**src/pipePkg.sv**
```systemverilog
package pipePkg;

    // word address width carried in a memory request
    localparam int WORD_ADDR_W = 10;

    typedef enum logic [2:0] {
        LD_NONE = 3'd0,
        LD_BS   = 3'd1,
        LD_BU   = 3'd2,
        LD_HS   = 3'd3,
        LD_HU   = 3'd4,
        LD_W    = 3'd5
    } LoadType;

    typedef enum logic [1:0] {
        ST_NONE = 2'd0,
        ST_B    = 2'd1,
        ST_H    = 2'd2,
        ST_W    = 2'd3
    } StoreType;

    typedef enum logic {
        WB_ALU = 1'b0,
        WB_MEM = 1'b1
    } WbSel;

    typedef enum logic [1:0] {
        EXC_NONE = 2'd0,
        EXC_ADEL = 2'd1,
        EXC_ADES = 2'd2
    } ExcCode;

    // executed instruction entering the memory stage
    typedef struct packed {
        logic        valid;
        logic [31:0] pc;
        // also the data address
        logic [31:0] aluOut;
        logic [31:0] storeData;
        LoadType     loadType;
        StoreType    storeType;
        WbSel        wbSel;
        logic        regWrite;
        logic [4:0]  dst;
        ExcCode      exc;
    } ExeMemBundle;

    typedef struct packed {
        logic        valid;
        logic [31:0] pc;
        logic [31:0] wbData;
        logic        regWrite;
        logic [4:0]  dst;
        ExcCode      exc;
    } MemWbBundle;

    typedef struct packed {
        logic [WORD_ADDR_W-1:0] wordAddr;
        logic [3:0]             byteEn;
        logic                   write;
        logic [31:0]            wdata;
    } MemReq;

endpackage

```
**src/storeAlign.sv**
```systemverilog
module storeAlign
    import pipePkg::*;
#(
    parameter int ADDR_W = 8
) (
    input  ExeMemBundle ex,
    output MemReq       req,
    output logic        misaligned
);

    logic [1:0] addrLo;
    logic       isHalf;
    logic       isWord;

    assign addrLo = ex.aluOut[1:0];

    // access size, loads and stores alike
    assign isHalf = (ex.storeType == ST_H) || (ex.loadType == LD_HS) ||
                    (ex.loadType == LD_HU);
    assign isWord = (ex.storeType == ST_W) || (ex.loadType == LD_W);

    assign misaligned = ex.valid && ((isHalf && addrLo[0]) ||
                                     (isWord && (addrLo != 2'b00)));

    always_comb begin
        req.wordAddr = WORD_ADDR_W'(ex.aluOut[ADDR_W+1:2]);
        req.write    = (ex.storeType != ST_NONE);
        case (ex.storeType)
            ST_B: begin
                req.byteEn = 4'b0001 << addrLo;
                // byte copied into every lane, enables pick one
                req.wdata  = {4{ex.storeData[7:0]}};
            end
            ST_H: begin
                req.byteEn = addrLo[1] ? 4'b1100 : 4'b0011;
                req.wdata  = {2{ex.storeData[15:0]}};
            end
            ST_W: begin
                req.byteEn = 4'b1111;
                req.wdata  = ex.storeData;
            end
            default: begin
                req.byteEn = 4'b0000;
                req.wdata  = ex.storeData;
            end
        endcase
    end

endmodule

```
**config.mk**
```make
export PLATFORM = sky130hd
export DESIGN_NAME = storeAlign
export DESIGN_NICKNAME = d
export VERILOG_FILES = /design/src/pipePkg.sv /design/src/storeAlign.sv
export SDC_FILE = /design/constraint.sdc
export NUM_CORES = 1
export LEC_CHECK = 0
export BUFFER_PORTS_ARGS = -buffer_cell sky130_fd_sc_hd__clkbuf_2
export CAP_MARGIN = 20
export CORE_ASPECT_RATIO = 0.75
export CORE_MARGIN = 4
export CORE_UTILIZATION = 24
export DETAILED_ROUTE_END_ITERATION = 10
export GPL_ROUTABILITY_DRIVEN = 0
export PLACE_DENSITY = 0.85
export SYNTH_ARGS = -nofsm -noshare
export SYNTH_HDL_FRONTEND = slang
export SYNTH_SLANG_ARGS = --single-unit
```
**constraint.sdc**
```tcl
create_clock -name vclk -period 1.4
set_input_delay 0.07 -clock vclk [all_inputs]
set_output_delay 0.07 -clock vclk [all_outputs]
set_load 0.005 [all_outputs]
```
==> key figures <==
Synthesis
  • Syn avg cell area: 6.12 sq um
  • Main combinational cell family by area after synthesis: compound AO/OA/AOI/OAI gates
  • Ys Warns: 0
  • Xor/xnor cell area share of the yosys netlist: 0
  • Post-Synth Adder-Cell Area: 0.0904
  • Cell variety after synth: 21
  • Compound-Gate Fraction of Synth Area: 0.389
  • Seq/Total Area, Yosys: 0
  • Post-synthesis mux area share: 0
  • Syn Inst Count: 113
  • Simple-gate share of the synthesized area: 0.175
  • Cell Area, Synth: 692 sq um

Pwr
  • Pwr Density: 397 mW/mm^2
  • P_leak: roughly 0.63 nW
  • Worst VDD drop: 0.000156 V
  • Tot Pwr: 0.399 mW

Final layout
  • Share of layout cells above drive strength 1: 0.509
  • Final Cell Area: 0.00100 sq mm
  • Synthesis-to-finish area growth: 45.2%
  • Ant diodes: 0
  • Fin util: 0.375
  • Footprint of the multi-input gates: 464 sq um
  • FF+latch count: 0
  • # clk buffers: 0
  • Post-layout net count: 291
  • Commonest non-fill, non-tap cell in the layout: clkbuf_2
  • Layout filler cell count: 310
  • Post-Layout Cell Count: 209
  • Register area: 0 sq um
  • Most frequent cells in the layout: clkbuf_2 (78), inv_1 (13), a21oi_1 (13)

Global routing
  • Vias in the first global route: 871
  • Total congestion overflow: 0
  • Total GRT Usage: 0.123
  • GR Util met3: 0.0385
  • Layer with the highest usage: met2
  • Initial antenna violation count: 0
  • Met1 usage: 0.150
  • First-pass GRT wire length: 3860 microns
  • Routing usage on met2: 0.232
  • Largest net degree at the start of global routing: 23

Route
  • DR vias/cell: 4.45
  • WL final: 2610 microns
  • Routed len/inst: 12.5 microns
  • Initial DRT Pass Iterations: 4
  • Post-route ant nets: 0
  • Initial detailed-routing violation count: 11
  • # DRC: 0
  • Total number of vias: just over 900

Timing
  • Setup WS post-layout: around 0.079 ns
  • Final TNS setup: 0 ns
  • Max Slew Vio Count: 0
  • Post-route minimum period: 1.32 ns
  • Final worst-path cycle share: 0.944
  • Final setup viols: 0
  • Max Freq: 0.757 GHz
  • RSZ-0062 raised after global routing: no
  • Final hold slack: 0.140 ns
  • Final Hold Viols: 0

Floorplan
  • Area of the core: 0.00268 sq mm
  • Starting Density: 0.258
  • Chip Width: roughly 70 microns
  • Row Count: 16
  • Full die area: 0.00382 sq mm
  • Die H: around 55 microns
  • IO Count: 159

Worst setup path
  • Critical path arrival: around 1.3 ns
  • Crit path kind: in2out
  • CP max FO: 8
  • CP Launch Type: input pin
  • Req. time, crit path: about 1.3 ns
  • CP Capture Type: output pin

Job
  • Max cap viols: 0

Status
  • Status: finished, final reports clean

Clock network
  • Post CTS Setup Buffer Count: 0

Placement
  • Post-DP Area: 997 sq um
  • Dpl hpwl: between 2000 and 2500 microns
  • # port buffers: 78
  • Dpl ws: roughly 0.04 ns
  • Placed insts: 209

Hold path
  • Hold Crit Class: in2out
-- Yosys cell counts, drive strengths merged, types with 2 or more instances --
master,number,share of area
inv,13,0.071
a22o,8,0.10
a22oi,8,0.087
ha,5,0.090
nor2,11,0.063
buf,25,0.26
o21ai,2,0.014
a21oi,13,0.094
nor2b,2,0.018
nand2,10,0.054
o22ai,9,0.081
-- repair_timing --
item | 4_1_cts | 5_1_grt
gates resized for setup | 0 | 3
setup endpoints to repair | 0 | 16
hold buffers | 0 | 0
-- logic make-up after synthesis --
family	after synthesis
simple gates	27
fa+ha+maj	5
buf+inv	39
other cells	1
compound gates	41
-- per-layer routing --
layer | vias to the layer above | part of all wire
met5 | - | 0
met4 | 0 | 0
met3 | 0 | 0.12
met2 | 49 | 0.46
met1 | 386 | 0.43
li1 | 495 | -
-- area by class of cell --
type	instances	share of cell area
Inverter	13	0.0486
Timing Repair Buffer	85	0.445
Tap cell	36	0.0448
Multi-Input combinational cell	75	0.462
-- worst max-delay path: stages --
cell      delay [ns]
clkbuf_2        0.10
inv_1           0.07
ha_1            0.35
and2_2          0.28
a22o_1          0.26
clkbuf_2        0.11
-- power by group --
group | switching [mW] | internal [mW]
Sequential | 0 | 0
Combinational | 0.199 | 0.200
Clock | 0 | 0
-- path summary, 6_finish.rpt --
| check | from | to | slack [ns] | cells after the start |
|---|---|---|---|---|
| worst max-delay path | ex[9] | req[9] | 0.08 | 6 |
| worst min-delay path | ex[51] | req[40] | 0.14 | 0 |
Power figures use the tool's default switching activity.
