===== src/pipePkg.sv =====
package pipePkg;

    // word address width carried in a memory request
    localparam int WORD_ADDR_W = 10;

    typedef enum logic [2:0] {
        LD_NONE = 3'd0,
        LD_BS   = 3'd1,
        LD_BU   = 3'd2,
        LD_HS   = 3'd3,
        LD_HU   = 3'd4,
        LD_W    = 3'd5
    } LoadType;

    typedef enum logic [1:0] {
        ST_NONE = 2'd0,
        ST_B    = 2'd1,
        ST_H    = 2'd2,
        ST_W    = 2'd3
    } StoreType;

    typedef enum logic {
        WB_ALU = 1'b0,
        WB_MEM = 1'b1
    } WbSel;

    typedef enum logic [1:0] {
        EXC_NONE = 2'd0,
        EXC_ADEL = 2'd1,
        EXC_ADES = 2'd2
    } ExcCode;

    // executed instruction entering the memory stage
    typedef struct packed {
        logic        valid;
        logic [31:0] pc;
        // also the data address
        logic [31:0] aluOut;
        logic [31:0] storeData;
        LoadType     loadType;
        StoreType    storeType;
        WbSel        wbSel;
        logic        regWrite;
        logic [4:0]  dst;
        ExcCode      exc;
    } ExeMemBundle;

    typedef struct packed {
        logic        valid;
        logic [31:0] pc;
        logic [31:0] wbData;
        logic        regWrite;
        logic [4:0]  dst;
        ExcCode      exc;
    } MemWbBundle;

    typedef struct packed {
        logic [WORD_ADDR_W-1:0] wordAddr;
        logic [3:0]             byteEn;
        logic                   write;
        logic [31:0]            wdata;
    } MemReq;

endpackage


===== src/dataMemPort.sv =====
module dataMemPort
    import pipePkg::*;
#(
    parameter int ADDR_W = 8
) (
    input  logic        clk,
    input  logic        rstN,
    input  logic        start,
    input  logic        newEntry,
    input  MemReq       reqIn,
    output MemReq       memReq,
    output logic        req,
    input  logic        ack,
    input  logic [31:0] rdata,
    output logic [31:0] loadData,
    output logic        busy
);

    typedef enum logic [1:0] {
        S_IDLE,
        S_REQ,
        S_WAIT_LOW,
        S_DONE
    } PortState;

    PortState state;
    MemReq    issueReq;
    logic     launch;

    // address bits beyond the RAM are dropped
    always_comb begin
        issueReq          = reqIn;
        issueReq.wordAddr = WORD_ADDR_W'(reqIn.wordAddr[ADDR_W-1:0]);
    end

    assign launch = (state == S_IDLE) && start;

    always_ff @(posedge clk or negedge rstN) begin
        if (!rstN) begin
            state <= S_IDLE;
        end else begin
            case (state)
                S_IDLE: begin
                    if (start) state <= S_REQ;
                end
                S_REQ: begin
                    if (ack) state <= S_WAIT_LOW;
                end
                S_WAIT_LOW: begin
                    if (!ack) state <= S_DONE;
                end
                // done flag, held until EX/MEM takes another entry
                S_DONE: begin
                    if (newEntry) state <= S_IDLE;
                end
                default: state <= S_IDLE;
            endcase
        end
    end

    // request held steady for the whole handshake
    always_ff @(posedge clk) begin
        if (launch) begin
            memReq <= issueReq;
        end
        if ((state == S_REQ) && ack) begin
            loadData <= rdata;
        end
    end

    assign req  = (state == S_REQ);
    assign busy = launch || (state == S_REQ) || (state == S_WAIT_LOW);

endmodule


===== config.mk =====
export PLATFORM = sky130hd
export DESIGN_NAME = dataMemPort
export DESIGN_NICKNAME = d
export VERILOG_FILES = /design/src/pipePkg.sv /design/src/dataMemPort.sv
export SDC_FILE = /design/constraint.sdc
export NUM_CORES = 1
export LEC_CHECK = 0
export ABC_AREA = 1
export ABC_CLOCK_PERIOD_IN_PS = 3800
export BUFFER_PORTS_ARGS = -buffer_cell sky130_fd_sc_hd__buf_2
export CAP_MARGIN = 0
export CORE_MARGIN = 2
export CORE_UTILIZATION = 40
export CTS_BUF_LIST = sky130_fd_sc_hd__clkbuf_16
export CTS_CLUSTER_SIZE = 25
export DETAILED_ROUTE_END_ITERATION = 8
export PLACE_DENSITY_LB_ADDON = 0.12
export SYNTH_ARGS = -nofsm -noshare
export SYNTH_HDL_FRONTEND = slang
export SYNTH_SLANG_ARGS = --single-unit

===== constraint.sdc =====
create_clock -name clk -period 3.8 [get_ports clk]
set_input_delay 0.38 -clock clk [delete_from_list [all_inputs] [get_ports clk]]
set_output_delay 0.38 -clock clk [all_outputs]
set_load 0.05 [all_outputs]

==> impl_metrics.yaml <==
sta:
  tns_ns: 0
  rsz0062_at_grt: "false"
  worstMarginPinSlew_ns: 1.13
  worst_slew_margin_rel_pct: 24.8
  clock.fmax_ghz: 0.443
  report.final.setup_viol: 0
  final_slew_viol_count: 0
  post-route-period-util_pct: 59.4
  fin_worst_skew_ns: 0.00452
  post-route-worst-setup-slack_ns: 1.54
  final-hold-violation-count: 0
  final_period_minus_worst_setup_slack_ns: 2.26
clocking:
  clkTransAtPathRegs_ns: 0.06
  cts_max_path_bufs: 2
  clock_sink_count: 79
  cts-htree-levels: 3
  cts_resized: 0
  clock_buffers_created_by_tritoncts: 9
  clock_insertion_delay_worst_skew_ns: 0.32
  clk_root_buffer_cell: "clkbuf_16"
  tritoncts: "yes"
synthesis:
  mappedNetlistArea_mm2: 0.00257
  combinational_family_with_the_most_area_after_synthesis: "simple AND/OR/NAND/NOR gates"
  synthesized_area_fraction_occupied_by_ao_oa_aoi_and_oai_cells_pct: 0.390
  synth_xor_area_share_pct: 0
  netlist-cell-type-count: 13
  post_synth_fa_ha_maj_area_fraction_pct: 2.44
  yosysSeqAreaShare_pct: 92.0
  ys_seq_elements: 79
  postSynthCellCount: 112
  largest_cells_by_area_after_synthesis: "edfxtp_1, ha_1, dfrtp_1, nand2_1, inv_1"
  yosys.area.top_type: "edfxtp_1"
  synth.mux.area_fraction_pct: 0
  synth_simple_gate_area_share_pct: 3.41
  yosysTopAreaCellShare_pct: 90.1
  yosysWarningCount: 0
  avgSynthCellArea_um2: 22.9
grt:
  globalRouteTotalUtil_pct: 14.5
  first_global_vias: 1588
  grt_antenna_before_repair: 0
  grt_overflow_total: 0
  grt_max_degree: 33
  first_pass_grt_wire_length_mm: 7.53
route:
  drt_drc_violations_left: 0
  antenna_violating_nets_post_route: 0
  via_count: 1596
  drtPass1Iterations: 4
  detail_route.wirelength_mm: 5.10
  detail_route.wl_per_cell_um: 13.9
  drt_first_iter_violations: 67
  met2WireLength_mm: 2.30
  routed_via_density: 4.36
  routed-wl-met3_um: 693
  route.layer.met1.wl_mm: 2.02
  top_layer_used: "met4"
critical_path:
  critical_path.n_buffers_inverters: 3
  startpoint: "state[0]"
  start_of_the_worst_register_to_register_path: "state[0]"
  setup.worst_path.class: "flop to flop"
  worstSetupEndpointType: "flop"
  worstPathMaxFanout: 28
  path_delay_family: "buffers and inverters"
  required_time_worst_endpoint_ns: 3.86
  cp_data_arrival_time_ns: 2.31
  cp_slowest_stage_delay_ns: 0.69
  critical_path.slowest_cell: "clkinv_1"
  worstPathCellList: "inv_1 -> ha_1 -> nand2_1 -> clkinv_1 -> buf_4"
  startpoint_type: "flop"
die:
  die-area_mm2: 0.00708
  floorplan.rows: 29
  initial_standard_cell_utilization_of_the_core_pct: 40.9
  die_h_um: 84.1
  floorplan.core_area_mm2: 0.00628
  io_pins: 165
  chipWidth_um: 84.1
place:
  dp_hpwl_mm: 3.90
  place.detailed.instances: 349
  placed_area_mm2: 0.00346
  finalWeightedCongestion: 0.783
  pre_cts_slack_ns: 1.50
  buffer_ports.inserted: 160
finish:
  areaGrowthSynthToFinish_pct: 46.2
  num_antenna_cells: 0
  final_cell_count_no_fill: 366
  post-route-cell-area_mm2: 0.00375
  design.final.nets: 373
  utilization_pct: 59.8
  fillCellCount: 533
  final_layout_size_suffix_gt1_share_pct: 61.6
pwr:
  powerDensity_mw_per_mm2: 777
  max-vdd-ir-drop_mv: 0.401
  p_leak_nw: 1.65
worst_hold_path:
  worst_hold_startpoint: "reqIn[44]"
  min-delay-path-class: "input port to flop"
run_status:
  outcome: "finished, final reports clean"
run:
  max_cap_viol_count: 0
## synth_stat cells (all sizes together)
| cell type | instances |
|---|---|
| edfxtp | 77 |
| inv | 7 |
| nand2 | 13 |
| or2 | 1 |
| buf | 2 |
| dfrtp | 2 |
| ha | 5 |
| o21ai | 2 |
| conb | 1 |
| nor2 | 2 |
## report_power, final
part / switching (mW) / total, mW / internal, mW / leakage [nW]
sequential: 0.0414 / 1.21 / 1.16 / 0.735
clock: 0.298 / 0.795 / 0.497 / 0.147
combinational: 0.737 / 0.918 / 0.181 / 0.771
total: 1.08 / 2.92 / 1.84 / 1.65
## flip-flops by register name (all words and copies together) (netlist names)
name      count
memReq       45
loadData     32
state         2
## cells by family (layout without fill, tap and decap cells)
family,count (synthesis),after routing
DFF,79,79
and+or+nand+nor,16,16
AOI/OAI and AO/OA,2,2
other,1,2
adders and majority gates,5,5
buffers and inverters,9,185
## cell type report
type | count | area (um2) | share of cell area, %
multi-input combinational | 25 | 168 | 4.47
inverter | 7 | 26.3 | 0.700
clock buffer | 9 | 225 | 6.00
sequential | 79 | 2360 | 62.9
timing repair buffer | 162 | 818 | 21.8
clock inverter | 7 | 57.6 | 1.53
tap | 77 | 96.3 | 2.57
## worst paths after layout
check / to / slack, ns / depth (start not counted)
setup / recovery: memReq[23] / 1.54 / 5
hold / removal: memReq[44] / 0.23 / 1
setup reg to reg: memReq[23] / 1.54 / 5
hold reg to reg: state[1] / 0.56 / 2
max in group asynchronous: state[0] / 3.32 / 2
min in group asynchronous: state[1] / 0.38 / 2
## routing by layer
| layer | global-route usage (%) | vias up |
|---|---|---|
| met2 | 21.1 | 110 |
| met1 | 17.1 | 722 |
| met3 | 7.62 | 9 |
| li1 | - | 755 |
| met4 | 8.36 | 0 |
| met5 | 0 | - |
## stage by stage
stage / power (mW) / hold WS [ns]
floorplan: 1.93 / 0.0844
global placement: 2.14 / 0.172
detailed placement: 2.15 / 0.175
CTS: 2.95 / 0.217
global route: 3.04 / 0.212
finish: 2.92 / 0.228
## what timing repair did
action,4_1_cts,5_1_grt
buffers inserted,0,0
hold buffers,1,0
endpoints found under the hold margin,2,0
## worst register-to-register path, stage by stage, from the launching register on
cell and delay, ns:
dfrtp_1 0.39, inv_1 0.09, ha_1 0.21, nand2_1 0.08
clkinv_1 0.69, buf_4 0.52
## placed cells by master (no fill, tap or decap), types with 2 or more instances in the layout
master / instances
o21ai_1: 2
clkbuf_16: 9
nand2_4: 2
ha_1: 5
inv_1: 9
clkinv_1: 2
buf_2: 160
nand2_1: 10
edfxtp_1: 77
conb_1: 2
dfrtp_1: 2
(Power assumes the default switching activity.)
