--- src/pipePkg.sv ---
package pipePkg;

    // word address width carried in a memory request
    localparam int WORD_ADDR_W = 10;

    typedef enum logic [2:0] {
        LD_NONE = 3'd0,
        LD_BS   = 3'd1,
        LD_BU   = 3'd2,
        LD_HS   = 3'd3,
        LD_HU   = 3'd4,
        LD_W    = 3'd5
    } LoadType;

    typedef enum logic [1:0] {
        ST_NONE = 2'd0,
        ST_B    = 2'd1,
        ST_H    = 2'd2,
        ST_W    = 2'd3
    } StoreType;

    typedef enum logic {
        WB_ALU = 1'b0,
        WB_MEM = 1'b1
    } WbSel;

    typedef enum logic [1:0] {
        EXC_NONE = 2'd0,
        EXC_ADEL = 2'd1,
        EXC_ADES = 2'd2
    } ExcCode;

    // executed instruction entering the memory stage
    typedef struct packed {
        logic        valid;
        logic [31:0] pc;
        // also the data address
        logic [31:0] aluOut;
        logic [31:0] storeData;
        LoadType     loadType;
        StoreType    storeType;
        WbSel        wbSel;
        logic        regWrite;
        logic [4:0]  dst;
        ExcCode      exc;
    } ExeMemBundle;

    typedef struct packed {
        logic        valid;
        logic [31:0] pc;
        logic [31:0] wbData;
        logic        regWrite;
        logic [4:0]  dst;
        ExcCode      exc;
    } MemWbBundle;

    typedef struct packed {
        logic [WORD_ADDR_W-1:0] wordAddr;
        logic [3:0]             byteEn;
        logic                   write;
        logic [31:0]            wdata;
    } MemReq;

endpackage

--- src/loadExtract.sv ---
module loadExtract
    import pipePkg::*;
(
    input  ExeMemBundle ex,
    input  logic [31:0] loadData,
    input  logic        misaligned,
    output MemWbBundle  wb
);

    logic [1:0]  addrLo;
    logic [7:0]  laneByte;
    logic [15:0] laneHalf;
    logic [31:0] loadVal;

    assign addrLo   = ex.aluOut[1:0];
    assign laneByte = loadData[{addrLo, 3'b000} +: 8];
    assign laneHalf = addrLo[1] ? loadData[31:16] : loadData[15:0];

    always_comb begin
        case (ex.loadType)
            LD_BS:   loadVal = {{24{laneByte[7]}}, laneByte};
            LD_BU:   loadVal = {24'b0, laneByte};
            LD_HS:   loadVal = {{16{laneHalf[15]}}, laneHalf};
            LD_HU:   loadVal = {16'b0, laneHalf};
            default: loadVal = loadData;
        endcase
    end

    always_comb begin
        wb.valid    = ex.valid;
        wb.pc       = ex.pc;
        wb.wbData   = (ex.wbSel == WB_MEM) ? loadVal : ex.aluOut;
        wb.dst      = ex.dst;
        wb.regWrite = ex.regWrite;
        wb.exc      = ex.exc;
        // address error, register file left untouched
        if (misaligned) begin
            wb.regWrite = 1'b0;
            wb.exc      = (ex.storeType != ST_NONE) ? EXC_ADES : EXC_ADEL;
        end
    end

endmodule

--- config.mk ---
export PLATFORM = sky130hd
export DESIGN_NAME = loadExtract
export DESIGN_NICKNAME = d
export VERILOG_FILES = /design/src/pipePkg.sv /design/src/loadExtract.sv
export SDC_FILE = /design/constraint.sdc
export NUM_CORES = 1
export LEC_CHECK = 0
export ABC_AREA = 0
export BUFFER_PORTS_ARGS = -buffer_cell sky130_fd_sc_hd__buf_4
export CAP_MARGIN = 15
export CORE_AREA = 2 2 84 86
export DETAILED_ROUTE_END_ITERATION = 8
export DIE_AREA = 0 0 86 88
export PLACE_DENSITY = 0.67
export SYNTH_ARGS = -nofsm -noshare
export SYNTH_HDL_FRONTEND = slang
export SYNTH_SLANG_ARGS = --single-unit
--- constraint.sdc ---
create_clock -name vclk -period 2.7
set_input_delay 0.54 -clock vclk [all_inputs]
set_output_delay 0.54 -clock vclk [all_outputs]
set_load 0.005 [all_outputs]
==> qor.yml, run 1 <==
status:
  outcome: "complete, no violations"
worst_hold_path:
  worstHoldEndpoint: "wb[40]"
  hold_depth: 0
  worstHoldPathType: "primary input to primary output"
  min_from: "ex[78]"
worst_setup_path:
  path_class: "primary input to primary output"
  path_cells: "buf_4 > mux4_2 > nor2_2 > a311oi_4 > buf_12 > a211o_1 > buf_4"
  crit_path_top_delay_cell: "mux4_2"
  cp_common_cell: "buf_4"
  crit_required_ps: 2160
  start_kind: "primary input"
  path_max_fanout: 16
  cpPeakStageDelay_ps: 560
  cp_top_family: "multiplexers"
  critPathArrivalTime_ps: 2020
  cp.buffers_inverters: 3
  cp-end-kind: "primary output"
sta:
  hold_viol: 0
  rsz0062_at_grt: "no"
  fin_crit_ps: 2560
  tightest_slew_ps: 476
  maxSlewHeadroom: 0.681
  fin_ws_ps: 141
  setup_viol: 0
  period_share: 0.948
  timing.hold.ws_ps: 1080
  slew_violations: 0
  fmax_ghz: 0.391
floorplanning:
  die_w_um: 86
  start_util: 0.223
  core-area_mm2: 0.00664
  rows: 30
  dieArea_mm2: 0.00757
  io_pins: 217
  die_h_um: 88
routing:
  drt_wl_total_mm: 6.24
  ant_nets: 0
  vias: 1931
  drc_errors: 0
  firstDrtPassIters: 4
  viasPerCell: 5.22
  wl_per_cell_um: 16.9
  drt_iter0_markers: 138
grt:
  grt_pass1_vias: 1848
  grt_pass1_wl_mm: 9.35
  grt_start_max_net_pins: 46
  antenna_found_initial: 0
  grt_usage: 0.151
  overflow: 0
placed_design:
  pre_cts_ws_ps: -57.6
  io_buffers: 109
  dpl.hpwl_mm: 4.97
  gp_congestion: 0.806
  postPlaceCellArea_mm2: 0.00214
synth:
  ys_seq_area_frac: 0
  synth_common_cells: "buf_4, nor2_1, and3_1, a211o_1, nand2_1"
  synth_cells: 220
  synth_top_area_frac: 0.198
  synth_top_area_cell: "buf_4"
  synth.most_common_cell: "buf_4"
  synth_cell_type_count: 43
  syn_avg_cell_area_um2: 6.72
  yosys_warnings: 0
  syn_nets: 364
  syn_area_mm2: 0.00148
  synth_area_leaders: "buf_4, a211o_1, and3_1"
finish:
  fin_nets: 436
  design_area_mm2: 0.00217
  seq_cells: 0
  clock_buffers: 0
  num_antenna_cells: 0
  regArea_um2: 0
  drive_gt1_frac: 0.490
  syn2layout_area_growth_pct: 46.9
  utilization: 0.327
power:
  leakagePower_nw: 1.11
  ir_drop_uv: 61.5
  power_density_mw_per_mm2: 189
flow_run:
  maxCapViolCount: 0
clocking:
  cts_hold_buf: 0
-- layer usage --
layer  wire length (um)  up-vias  GRT usage  part of all wire
met5                  0        -          0                 0
met4                 82        0     0.0173             0.013
met3                514        8     0.0264             0.082
met2               3180      100      0.292              0.51
met1               2460      900      0.177              0.39
li1                   -      923          -                 -
-- worst max-delay path by stage --
| stage | start | end | slack, ps | cells past startpoint |
|---|---|---|---|---|
| 4_1_cts | ex[47] | wb[18] | 70 | 6 |
| 5_1_grt | ex[47] | wb[21] | 20 | 9 |
| 3_3_place_gp | ex[47] | wb[37] | -70 | 6 |
| 2_1_floorplan | ex[11] | wb[29] | 430 | 6 |
| 3_5_place_dp | ex[47] | wb[37] | -60 | 6 |
| 6_report | ex[47] | wb[37] | 140 | 7 |
-- area by class of cell --
| cell class | count | area (um2) |
|---|---|---|
| Multi-Input combinational cell | 160 | 1100 |
| Timing Repair Buffer | 125 | 951 |
| Tap cell | 80 | 100 |
| Fill cell | 701 | 4470 |
| Inverter | 5 | 18.8 |
-- cells by family after synthesis --
family	Yosys count	synth area share
simple gates	80	0.269
compound gates	65	0.346
buf+inv	60	0.261
mux	11	0.0990
xor+xnor	3	0.0178
fa+ha+maj	1	0.00677
-- metrics by stage --
step           TNS, ps  cells  total power, mW
5_1_grt              0    370            0.449
2_1_floorplan        0    220            0.227
6_report             0    370            0.412
4_1_cts              0    370            0.411
3_5_place_dp      -263    369            0.406
3_3_place_gp      -524    369            0.403
-- layout by cell type (no fill, tap or decap), drive strengths merged, types with 2 or more instances in the layout --
cell type	instances
a22oi	4
xor2	2
a21oi	11
mux2	9
nand3	2
nor3	4
inv	5
mux4	2
a211o	16
nand2	14
and3	18
nor2b	7
buf	125
o22ai	2
o22a	2
a221o	2
a221oi	11
o21ai	8
nor2	29
o311ai	2
-- report_power, final --
part	internal, mW	leakage, nW	switching, mW
registers	0	0	0
logic	0.234	1.11	0.177
clock network	0	0	0
-- timing repair --
action / 4_1_cts / 5_1_grt
pin swaps: 1 / 0
endpoints found under the hold margin: 0 / 0
setup endpoints to repair: 16 / 5
gates resized for setup: 0 / 2
buffers inserted: 1 / 0
(Power assumes the default switching activity.)
==> run 2: changes to the inputs <==
--- a/config.mk
+++ b/config.mk
@@ -6,7 +6,7 @@
 export NUM_CORES = 1
 export LEC_CHECK = 0
 export ABC_AREA = 0
-export BUFFER_PORTS_ARGS = -buffer_cell sky130_fd_sc_hd__buf_4
+export BUFFER_PORTS_ARGS = -buffer_cell sky130_fd_sc_hd__buf_2
 export CAP_MARGIN = 15
 export CORE_AREA = 2 2 84 86
 export DETAILED_ROUTE_END_ITERATION = 8
==> run 2 against run 1 <==
Net effect:
- non-clock buffer count up 1
- first-iteration DRC count down 46%
- sequential cell count unchanged
- combinational power down 16%
- fmax down 0.24%
- total power down 16%
- setup slack worse by 6.0 ps
- critical path depth down 1
- wire length down 2.5%
- count of clock-buffer cells in the layout unchanged
- highest routed layer unchanged
==> qor.yml, run 2 (same netlist as run 1, synthesis figures left out) <==
routing:
  vias: 1907
  drt_wl_total_mm: 6.09
  met1Wirelength_mm: 2.38
  firstDrtPassIters: 4
  drt_iter0_markers: 75
  ant_nets: 0
  wl_met3_um: 521
  viasPerCell: 5.14
  wl_met2_mm: 3.16
  drc_errors: 0
  top_layer: "met4"
  wl_per_cell_um: 16.4
grt:
  overflow: 0
  grt_pass1_wl_mm: 8.91
  antenna_found_initial: 0
  grt_pass1_vias: 1789
  grt_start_max_net_pins: 46
  grt_usage: 0.145
worst_setup_path:
  crit_required_ps: 2160
  cp-end-kind: "primary output"
  path_max_fanout: 5
  start_kind: "primary input"
  path_class: "primary input to primary output"
  critPathArrivalTime_ps: 2030
power:
  p_int_uw: 176
  combPwrFrac: 1.000
  p_clk_frac: 0
  switching_share: 0.495
  seqPwrFrac: 0
  ir_drop_uv: 44.2
  power_switching_uw: 172
  leakagePower_nw: 1.02
  power_density_mw_per_mm2: 182
sta:
  hold_viol: 0
  period_share: 0.950
  fin_crit_ps: 2570
  rsz0062_at_grt: "no"
  setup_tns_ps: 0
  setup_viol: 0
  timing.hold.ws_ps: 1080
  slew_violations: 0
  tightest_slew_ps: 630
  maxSlewHeadroom: 0.577
  fmax_ghz: 0.390
floorplanning:
  start_util: 0.223
  rows: 30
  core-area_mm2: 0.00664
  io_pins: 217
  die_w_um: 86
  dieArea_mm2: 0.00757
  die_h_um: 88
clocking:
  cts_hold_buf: 0
finish:
  regArea_um2: 0
  drive_gt1_frac: 0.491
  syn2layout_area_growth_pct: 28.9
  num_antenna_cells: 0
  final_cell_mix: "buf_2, nor2_1, and3_1, a211o_1, buf_4"
  clock_buffers: 0
  seq_cells: 0
  mostFrequentLayoutCell: "buf_2"
  fin_nets: 437
  fill_cells: 760
placed_design:
  dpl.hpwl_mm: 4.93
  gp_congestion: 0.848
  io_buffers: 109
flow_run:
  maxCapViolCount: 0
status:
  outcome: "complete, no violations"
worst_hold_path:
  worstHoldPathType: "primary input to primary output"
==> run 2: changes by cell type in the layout (fill, tap and decap cells not counted), sizes merged <==
cell,delta
buf,+1
==> run 2: through the flow <==
| step | total power [mW] | std cells | worst slack [ps] | utilization | cell area [um2] |
|---|---|---|---|---|---|
| floorplan | 0.227 | 220 | 432 | - | 1480 |
| global placement | 0.341 | 370 | -51.5 | 0.282 | 1880 |
| detailed placement | 0.345 | 370 | -68.7 | 0.282 | 1880 |
| CTS | 0.349 | 371 | 22.9 | 0.285 | 1900 |
| global route | 0.383 | 371 | 2.45 | 0.287 | 1910 |
| finish | 0.347 | 371 | 135 | 0.287 | 1910 |
==> run 2: critical path: stages <==
cell      delay (ps)
buf_2            120
mux4_2           560
o311a_1          350
nor2_4           170
a221oi_1         120
buf_2            160
==> run 2: cell type report <==
class,instances,area [um2],area share
inverters,5,18.8,0.00984
multi-input cells,160,1100,0.578
well taps,80,100,0.0525
repair buffers,126,686,0.360
==> run 2: path summary, 6_finish.rpt <==
| check | startpoint | end | slack, ps | cells past startpoint |
|---|---|---|---|---|
| worst max-delay path | ex[47] | wb[18] | 130 | 6 |
| worst min-delay path | ex[78] | wb[40] | 1080 | 0 |
==> run 2: timing repair <==
item                                   CTS  global route
pin swaps                                1             0
gates resized for setup                  0             2
setup endpoints to repair               16             5
cloned                                   0             0
buffers inserted                         1             0
endpoints found under the hold margin    0             0
==> run 2: power by group through the flow <==
stage	registers (mW)	logic, mW	clock network, mW
detailed placement	0	0.345	0
finish	0	0.347	0
CTS	0	0.349	0
global placement	0	0.341	0
global route	0	0.383	0
floorplan	0	0.227	0
==> run 2: routing by layer <==
layer  track usage  vias up
li1              -      926
met1         0.171      880
met2         0.280       97
met3        0.0254        4
met4        0.0144        0
met5             0        -
