[config.mk]
export PLATFORM = sky130hd
export DESIGN_NAME = pipeReg
export DESIGN_NICKNAME = d
export VERILOG_FILES = /design/src/pipeReg.sv
export SDC_FILE = /design/constraint.sdc
export NUM_CORES = 1
export LEC_CHECK = 0
export BUFFER_PORTS_ARGS = -buffer_cell sky130_fd_sc_hd__buf_2
export CELL_PAD_IN_SITES_DETAIL_PLACEMENT = 0
export CELL_PAD_IN_SITES_GLOBAL_PLACEMENT = 1
export CORE_MARGIN = 3
export CORE_UTILIZATION = 36
export CTS_CLUSTER_SIZE = 25
export DETAILED_ROUTE_END_ITERATION = 10
export GPL_ROUTABILITY_DRIVEN = 0
export HOLD_SLACK_MARGIN = 0.08
export MAX_ROUTING_LAYER = met4
export PLACE_DENSITY = 0.94
export SYNTH_ARGS = -nofsm -noshare
export SYNTH_HDL_FRONTEND = slang
export SYNTH_SLANG_ARGS = --single-unit
[constraint.sdc]
create_clock -name clk -period 1.2 [get_ports clk]
set_input_delay 0.06 -clock clk [delete_from_list [all_inputs] [get_ports clk]]
set_output_delay 0.06 -clock clk [all_outputs]
set_load 0.05 [all_outputs]
[src/pipeReg.sv]
module pipeReg #(
    parameter type PAYLOAD_T = logic [31:0]
) (
    input  logic     clk,
    input  logic     rstN,
    input  logic     flush,
    input  logic     wr,
    input  PAYLOAD_T d,
    output PAYLOAD_T q
);

    // an all-zero payload is a bubble, valid low
    always_ff @(posedge clk or negedge rstN) begin
        if (!rstN) begin
            q <= '0;
        end else if (flush) begin
            // flush wins over a write in the same cycle
            q <= '0;
        end else if (wr) begin
            q <= d;
        end
    end

endmodule

==> impl_metrics.py, run 1 <==
metrics = {
    "finish": {
        "largest_reg_flops": 32,
        "diodes": 0,
        "largestRegisters": "q (32)",
        "utilization_pct": 60.3,
        "area_growth_pct": 56.7,
        "seqCellArea_um2": 801,
        "fillers": 289,
        "final_nets": 240,
        "multiInputGateArea_um2": 440,
        "drive_gt1_share_pct": 36.1,
        "largest_register": "q",
    },
    "grt": {
        "grt_usage_pct": 16.6,
        "antenna_found_initial": 0,
        "grt_pass1_wl_mm": 5.33,
        "grt_overflow": 0,
        "grt_max_degree": 33,
        "grt_pass1_vias": 1155,
    },
    "worst_hold_path": {
        "hold_class": "in2reg",
    },
    "yosys": {
        "synth_area_leader_cell": "dfrtp_1",
        "syn-cell-area_um2": 1320,
        "ys_seq_elements": 32,
        "yosys-top-cells-area": "dfrtp_1, mux2i_1, nor2_1, buf_12, buf_6",
        "yosysWarnings": 0,
        "synth.distinct_cells": 6,
        "netlist_instances": 103,
        "synth_top_area_share_pct": 60.5,
        "ys_seq_area_share_pct": 60.5,
        "syn-num-nets": 139,
        "syn_area_per_cell_um2": 12.9,
    },
    "detailed_routing": {
        "ant_nets": 0,
        "wire_per_inst_um": 13.3,
        "via_count": 1126,
        "vias_per_cell": 4.49,
        "drt_wl_total_mm": 3.33,
        "drc": 0,
        "drtIter0Drc": 33,
        "firstDrtPassIters": 4,
    },
    "die": {
        "dieArea_um2": 4440,
        "die_x_um": 66.6,
        "initial_utilization_pct": 38.5,
        "die_y_um": 66.6,
        "io_pins": 68,
        "num_rows": 21,
        "core_area_um2": 3440,
    },
    "clocking": {
        "cts_setup_buffers": 0,
        "cts_buffer_depth": 2,
        "cts_tree": "done",
        "clock_latency_ns": 0.27,
        "cts_buffers": 5,
        "h-tree-depth": 2,
        "cts-root-buf": "clkbuf_8",
        "cts.sinks": 32,
        "cts.clk_slew.worst_paths_ns": 0.06,
    },
    "power_and_ir_drop": {
        "ir_drop_mv": 0.855,
        "p_comb_share_pct": 23.0,
        "p_sw_uw": 757,
        "p_int_mw": 1.83,
        "p_leak_nw": 1.16,
        "seq_power_share_pct": 45.4,
        "swShare_pct": 29.3,
        "p_clk_share_pct": 31.6,
        "power_density_nw_per_um2": 1250,
    },
    "critical_path": {
        "cp.buffers_inverters": 1,
        "critical_path_cell_count": 1,
        "path_cells": "buf_2",
        "crit_slowest_cell": "dfrtp_1",
        "cp-start-kind": "flop",
        "required_ns": 1.14,
        "crit_start": "q[29]",
        "cp_max_fo": 2,
        "timing.rr.end": "q[24]",
        "end_kind": "output pin",
        "r2r_cells": 2,
        "cp.arrival_ns": 0.91,
        "cpPeakStageDelay_ns": 0.36,
        "crit_family": "flip-flops",
        "r2r_setup_slack_ns": 0.45,
        "endpoint": "q[29]",
        "critPathKind": "reg2out",
        "r2r-start": "q[24]",
    },
    "sta": {
        "finalCritPeriodShare_pct": 80.8,
        "rsz0062_at_grt": "false",
        "fin_setup_tns_ns": 0,
        "report.final.slew_viol_count": 0,
        "max_freq_mhz": 1030,
        "setup_violations": 0,
        "worstMarginPinSlew_ns": 0.687,
        "min_period_ns": 0.970,
        "slew_headroom_pct": 54.2,
        "fin_skew_ns": 0,
        "final_hold_viol_count": 0,
    },
    "outcome": {
        "outcome": "complete, no violations",
    },
    "job": {
        "cap_violations": 0,
    },
    "place": {
        "dpl.hpwl_mm": 2.02,
        "portBuffers": 67,
    },
}
[per-stage QoR]
| step | worst slack, ns | area [µm²] | std cells | hold slack [ns] | total power, mW |
|---|---|---|---|---|---|
| 2_1_floorplan | 0.293 | 1320 | 103 | -0.236 | 1.55 |
| 3_3_place_gp | 0.390 | 1650 | 210 | 0.127 | 1.69 |
| 3_5_place_dp | 0.330 | 1650 | 210 | 0.145 | 1.70 |
| 4_1_cts | 0.221 | 2070 | 251 | 0.256 | 2.62 |
| 5_1_grt | 0.186 | 2070 | 251 | 0.272 | 2.73 |
| 6_report | 0.230 | 2070 | 251 | 0.251 | 2.58 |
[final cells by class]
cell class / instances / area share [%]
multi-input cells: 64 / 21.2
flip-flops and latches: 32 / 38.6
clock buffers: 8 / 4.34
well taps: 46 / 2.77
repair buffers: 101 / 33.1
[kinds of logic after synthesis]
kind of cell / share of synthesized area, %
multiplexers: 24.2
flip-flops: 60.5
buffers and inverters: 6.24
AND/OR/NAND/NOR: 9.07
[how the worst min path moves through the flow]
| stage | from | to | slack [ns] | cells after the start |
|---|---|---|---|---|
| 6_report | flush | q[19] | 0.25 | 2 |
| 5_1_grt | flush | q[27] | 0.27 | 2 |
| 4_1_cts | flush | q[17] | 0.26 | 2 |
| 3_5_place_dp | rstN | q[1] | 0.14 | 1 |
| 3_3_place_gp | rstN | q[19] | 0.13 | 1 |
| 2_1_floorplan | rstN | q[0] | -0.24 | 0 |
[what timing repair did]
action | 4_1_cts | 5_1_grt
endpoints found under the hold margin | 64 | 0
gates resized for setup | 0 | 0
hold buffers | 33 | 0
[cells in the final DEF, fill, tap and decap left out, drive strengths merged]
cell type,instances
buf,68
clkbuf,8
dfrtp,32
dlygate4sd3,33
mux2i,32
nor2,32
[metal layers]
layer  GRT usage [%]  routed length, µm  up-vias
li1                -                  -      536
met3            4.22                194        7
met1            17.3               1300      541
met5               -                  0        -
met4            7.61                 66        0
met2            29.3               1760       42
[cell usage after synthesis]
cell	n
buf_12	3
buf_6	1
clkbuf_1	3
dfrtp_1	32
mux2i_1	32
nor2_1	32
[power groups by stage]
| stage | Combinational (mW) | Sequential [mW] | Clock [mW] |
|---|---|---|---|
| finish | 0.595 | 1.17 | 0.816 |
| global route | 0.634 | 1.18 | 0.915 |
| CTS | 0.597 | 1.17 | 0.850 |
| detailed placement | 0.513 | 1.19 | 0 |
| global placement | 0.504 | 1.19 | 0 |
| floorplan | 0.149 | 1.41 | 0 |
(Power assumes the default switching activity.)
==> inputs of run 2 (changes only) <==
Settings changed: CORE_UTILIZATION 36 to 30, PLACE_DENSITY 0.94 to 0.85.
Clock period 1.2 ns to 0.85 ns, I/O delays scaled along.
==> run 2 against run 1 <==
The run now ends with setup timing left. Cell count grew 4.4%. Sequential cell count is the same. Utilization shrank 0.80 points. Routed wire length grew 13%. Non-clock buffer count grew 7. Total power grew 59%. Critical path depth is the same. Sequential share of layout area shrank 4.2 points. Register-to-register slack lost 0.46 ns. Via count grew 3.0%. Die area grew 18%. Global-route usage shrank 1.5 points. Critical path type unchanged. Highest routed layer unchanged.
==> impl_metrics.py, run 2 (synthesis gave the netlist of run 1 again) <==
metrics = {
    "outcome": {
        "outcome": "finished with violations",
        "failed_checks": "setup timing",
    },
    "grt": {
        "grt_overflow": 0,
        "antenna_found_initial": 0,
        "grt_max_degree": 33,
        "grt_pass1_vias": 1227,
        "grt_pass1_wl_mm": 5.85,
        "grt_usage_pct": 15.1,
    },
    "finish": {
        "finish.instance_area_um2": 2450,
        "largestRegisters": "q (32)",
        "largest_reg_flops": 32,
        "largest_register": "q",
        "layout_common_cells": "buf_2, dlygate4sd3_1",
        "drive_gt1_share_pct": 53.8,
        "diodes": 0,
        "final_nets": 247,
        "final_common_cell": "buf_2",
        "area_growth_pct": 84.9,
    },
    "clocking": {
        "h-tree-depth": 2,
        "cts_buffer_depth": 2,
        "clock_latency_ns": 0.27,
        "cts-root-buf": "clkbuf_8",
        "cts_buffers": 5,
        "cts.clk_slew.worst_paths_ns": 0.07,
        "cts.sinks": 32,
        "cts_tree": "done",
    },
    "die": {
        "core_area_um2": 4120,
        "die_y_um": 72.4,
        "num_rows": 23,
        "io_pins": 68,
        "dieArea_um2": 5250,
        "die_x_um": 72.4,
        "initial_utilization_pct": 32.2,
    },
    "critical_path": {
        "crit_slowest_cell": "dfrtp_2",
        "required_ns": 0.81,
        "crit_start": "q[13]",
        "path_cells": "buf_6",
        "cp_max_fo": 2,
        "r2r_cells": 3,
        "cpPeakStageDelay_ns": 0.42,
        "critical_path_cell_count": 1,
        "cp.arrival_ns": 0.85,
        "r2r-start": "q[2]",
        "cp.buffers_inverters": 1,
        "critPathKind": "reg2out",
        "crit_family": "flip-flops",
        "end_kind": "output pin",
        "cp-start-kind": "flop",
    },
    "sta": {
        "fin_setup_tns_ns": -0.968,
        "report.final.slew_viol_count": 0,
        "max_freq_mhz": 1120,
        "slew_headroom_pct": 89.3,
        "timing.final.ws_setup_ns": -0.0427,
        "final_hold_viol_count": 0,
        "fin_skew_ns": 0,
        "finalCritPeriodShare_pct": 105,
        "worstMarginPinSlew_ns": 0.157,
        "min_period_ns": 0.893,
        "rsz0062_at_grt": "true",
        "setup_violations": 33,
        "timing.hold.ws_ns": 0.154,
    },
    "place": {
        "portBuffers": 67,
        "dp_slack_ns": 0.0665,
        "dpl_cell_area_um2": 1780,
        "dpl.hpwl_mm": 2.20,
    },
    "job": {
        "cap_violations": 0,
    },
    "detailed_routing": {
        "drt_wl_total_mm": 3.77,
        "ant_nets": 0,
        "drtIter0Drc": 54,
        "via_count": 1160,
        "vias_per_cell": 4.43,
        "drc": 0,
        "firstDrtPassIters": 4,
        "wire_per_inst_um": 14.4,
    },
    "worst_hold_path": {
        "hold_start": "flush",
        "hold_class": "in2reg",
        "hold_depth": 3,
    },
    "power_and_ir_drop": {
        "ir_drop_mv": 0.930,
        "power_density_nw_per_um2": 1680,
        "p_leak_nw": 1.22,
    },
}
run 2: repair_timing:
action,4_1_cts,5_1_grt
hold buffers,33,0
hold endpoints to repair,64,0
resized for setup,65,1
setup endpoints to repair,32,33
pin swaps,0,1
setup buffers,1,2
run 2: layout make-up:
class | count | area [µm²]
fill | 330 | 1670
timing repair buffer | 108 | 996
sequential | 32 | 841
multi-input combinational | 64 | 440
clock buffer | 6 | 72.6
tap | 50 | 62.6
clock inverter | 2 | 35.0
run 2: where the power goes:
| group | switching, mW | total [mW] | internal, mW |
|---|---|---|---|
| clock | 0.532 | 1.40 | 0.869 |
| combinational | 0.550 | 1.02 | 0.466 |
| sequential | 0.0649 | 1.69 | 1.62 |
run 2: through the flow:
step           std cells  power, mW  utilization, %
4_1_cts              260       4.13            59.0
3_5_place_dp         218       2.47            43.2
2_1_floorplan        103       2.21               -
3_3_place_gp         218       2.46            43.2
5_1_grt              262       4.28            59.5
6_report             262       4.11            59.5
run 2: path summary, 6_finish.rpt:
check                         to  slack, ns
setup / recovery           q[13]      -0.04
hold / removal             q[25]       0.15
setup reg to reg            q[2]      -0.01
hold reg to reg             q[4]       0.54
max in group asynchronous   q[2]       0.40
min in group asynchronous  q[27]       0.26
run 2: per-layer routing:
layer  wire length [µm]  global-route usage, %  share of wire (%)  vias to the layer above
met3                180                   4.02                4.8                       12
met5                  0                      -                  0                        -
met2               2070                   27.5                 55                       41
met4                 93                   6.35                2.5                        0
li1                   -                      -                  -                      551
met1               1420                   15.2                 38                      556
==> inputs of run 3 (changes only) <==
Settings changed: CORE_UTILIZATION 30 to 31, CTS_BUF_LIST set to sky130_fd_sc_hd__clkbuf_8, PLACE_DENSITY 0.85 to 0.87.
==> run 3 against run 2 <==
Die area is 3.0% lower. Critical endpoint is now q[27]. Register-to-register slack lost 0.02 ns. The run still ends with setup timing left. Largest power group unchanged. Largest cell class unchanged. Sequential power about the same.
==> impl_metrics.py, run 3 (synthesis gave the netlist of run 1 again) <==
metrics = {
    "finish": {
        "area_growth_pct": 84.2,
        "drive_gt1_share_pct": 54.0,
        "largestRegisters": "q (32)",
        "final_common_cell": "buf_2",
        "largest_register": "q",
        "final_nets": 246,
        "seqCellArea_um2": 841,
        "largest_reg_flops": 32,
        "diodes": 0,
        "fillers": 331,
        "multiInputGateArea_um2": 440,
        "fin_cells": 261,
        "layout_common_cells": "buf_2, dlygate4sd3_1",
    },
    "grt": {
        "use_met1_pct": 18.2,
        "grt_overflow": 0,
        "grt_usage_pct": 16.8,
        "grt_pass1_vias": 1256,
        "grt_max_degree": 33,
        "busiest_layer": "met2",
        "grt_pass1_wl_mm": 6.27,
        "antenna_found_initial": 0,
        "met3_usage_pct": 4.63,
        "use_met2_pct": 28.8,
    },
    "place": {
        "placedCellCount": 217,
        "dpl.hpwl_mm": 2.12,
        "portBuffers": 67,
    },
    "detailed_routing": {
        "drtIter0Drc": 47,
        "ant_nets": 0,
        "drt_wl_total_mm": 3.73,
        "via_count": 1129,
        "vias_per_cell": 4.33,
        "firstDrtPassIters": 4,
        "wire_per_inst_um": 14.3,
        "drc": 0,
    },
    "critical_path": {
        "crit_slowest_cell": "dfrtp_2",
        "r2r-start": "q[6]",
        "cpPeakStageDelay_ns": 0.43,
        "timing.rr.end": "q[6]",
        "r2r_cells": 3,
        "crit_family": "flip-flops",
        "required_ns": 0.81,
        "cp.buffers_inverters": 1,
        "r2r_setup_slack_ns": -0.03,
        "end_kind": "output pin",
        "cp-start-kind": "flop",
        "path_cells": "buf_6",
        "cp.arrival_ns": 0.86,
        "cp_max_fo": 2,
        "critPathKind": "reg2out",
    },
    "sta": {
        "setup_violations": 33,
        "rsz0062_at_grt": "true",
        "min_period_ns": 0.906,
        "report.final.slew_viol_count": 0,
        "fin_skew_ns": 0,
        "fin_setup_tns_ns": -1.18,
        "worstMarginPinSlew_ns": 0.352,
        "max_freq_mhz": 1100,
        "timing.final.ws_setup_ns": -0.0564,
        "final_hold_viol_count": 0,
        "slew_headroom_pct": 76.5,
        "finalCritPeriodShare_pct": 107,
    },
    "clocking": {
        "clock_latency_ns": 0.28,
        "cts_buffer_depth": 2,
        "h-tree-depth": 2,
        "cts-root-buf": "clkbuf_8",
        "cts_tree": "done",
        "cts.clk_slew.worst_paths_ns": 0.07,
        "cts_buffers": 5,
        "cts.sinks": 32,
    },
    "worst_hold_path": {
        "min_to": "q[29]",
        "hold_start": "flush",
        "hold_depth": 3,
        "hold_class": "in2reg",
    },
    "die": {
        "core_area_um2": 4060,
        "num_rows": 23,
        "die_x_um": 71.3,
        "io_pins": 68,
        "dieArea_um2": 5090,
        "die_y_um": 71.3,
        "initial_utilization_pct": 32.6,
    },
    "power_and_ir_drop": {
        "ir_drop_mv": 0.867,
        "total_power_mw": 4.27,
        "power_density_nw_per_um2": 1750,
        "p_leak_nw": 1.21,
    },
    "job": {
        "cap_violations": 0,
    },
    "outcome": {
        "outcome": "finished with violations",
        "failed_checks": "setup timing",
    },
}
-- run 3: through the flow --
stage	hold WS [ns]	utilization (%)	setup slack [ns]	instance area (µm²)
CTS	0.139	59.5	-0.0558	2420
detailed placement	-0.0237	43.4	0.0900	1760
finish	0.144	60.1	-0.0564	2440
global route	0.157	60.1	-0.0872	2440
floorplan	-0.253	-	0.0302	1360
global placement	-0.0380	43.4	0.104	1760
-- run 3: cell type report --
class / instances / area share, %
clock buffers: 7 / 3.95
clock inverters: 1 / 1.23
multi-input cells: 64 / 18.1
flip-flops and latches: 32 / 34.5
well taps: 50 / 2.57
repair buffers: 107 / 39.7
-- run 3: what timing repair did --
| action | in CTS | in global routing |
|---|---|---|
| hold buffers | 33 | 0 |
| setup buffers | 0 | 3 |
| pin swaps | 0 | 1 |
| endpoints found under the hold margin | 64 | 0 |
| endpoints found under the setup margin | 32 | 32 |
| gates resized for setup | 64 | 0 |
-- run 3: worst max-delay path by stage --
| stage | to | slack [ns] | cells past startpoint | startpoint |
|---|---|---|---|---|
| final | q[27] | -0.06 | 1 | q[27] |
| after global routing | q[21] | -0.09 | 1 | q[21] |
| after CTS | q[28] | -0.06 | 1 | q[28] |
| after detailed placement | q[21] | 0.09 | 4 | wr |
| after global placement | q[26] | 0.10 | 4 | wr |
| after floorplan | q[0] | 0.03 | 2 | q[0] |
-- run 3: power breakdown --
part / switching (mW) / leakage, nW / total [mW] / internal, mW
Sequential: 0.0659 / 0.378 / 1.69 / 1.62
Combinational: 0.547 / 0.772 / 0.999 / 0.453
Clock: 0.543 / 0.0645 / 1.58 / 1.03
Total: 1.15 / 1.21 / 4.27 / 3.11
-- run 3: layer usage --
metal / wire [µm] / vias to the layer above / share of wire (%)
met3: 146 / 7 / 3.9
met2: 2120 / 40 / 57
met4: 88 / 0 / 2.4
met1: 1370 / 532 / 37
met5: 0 / - / 0
li1: - / 550 / -
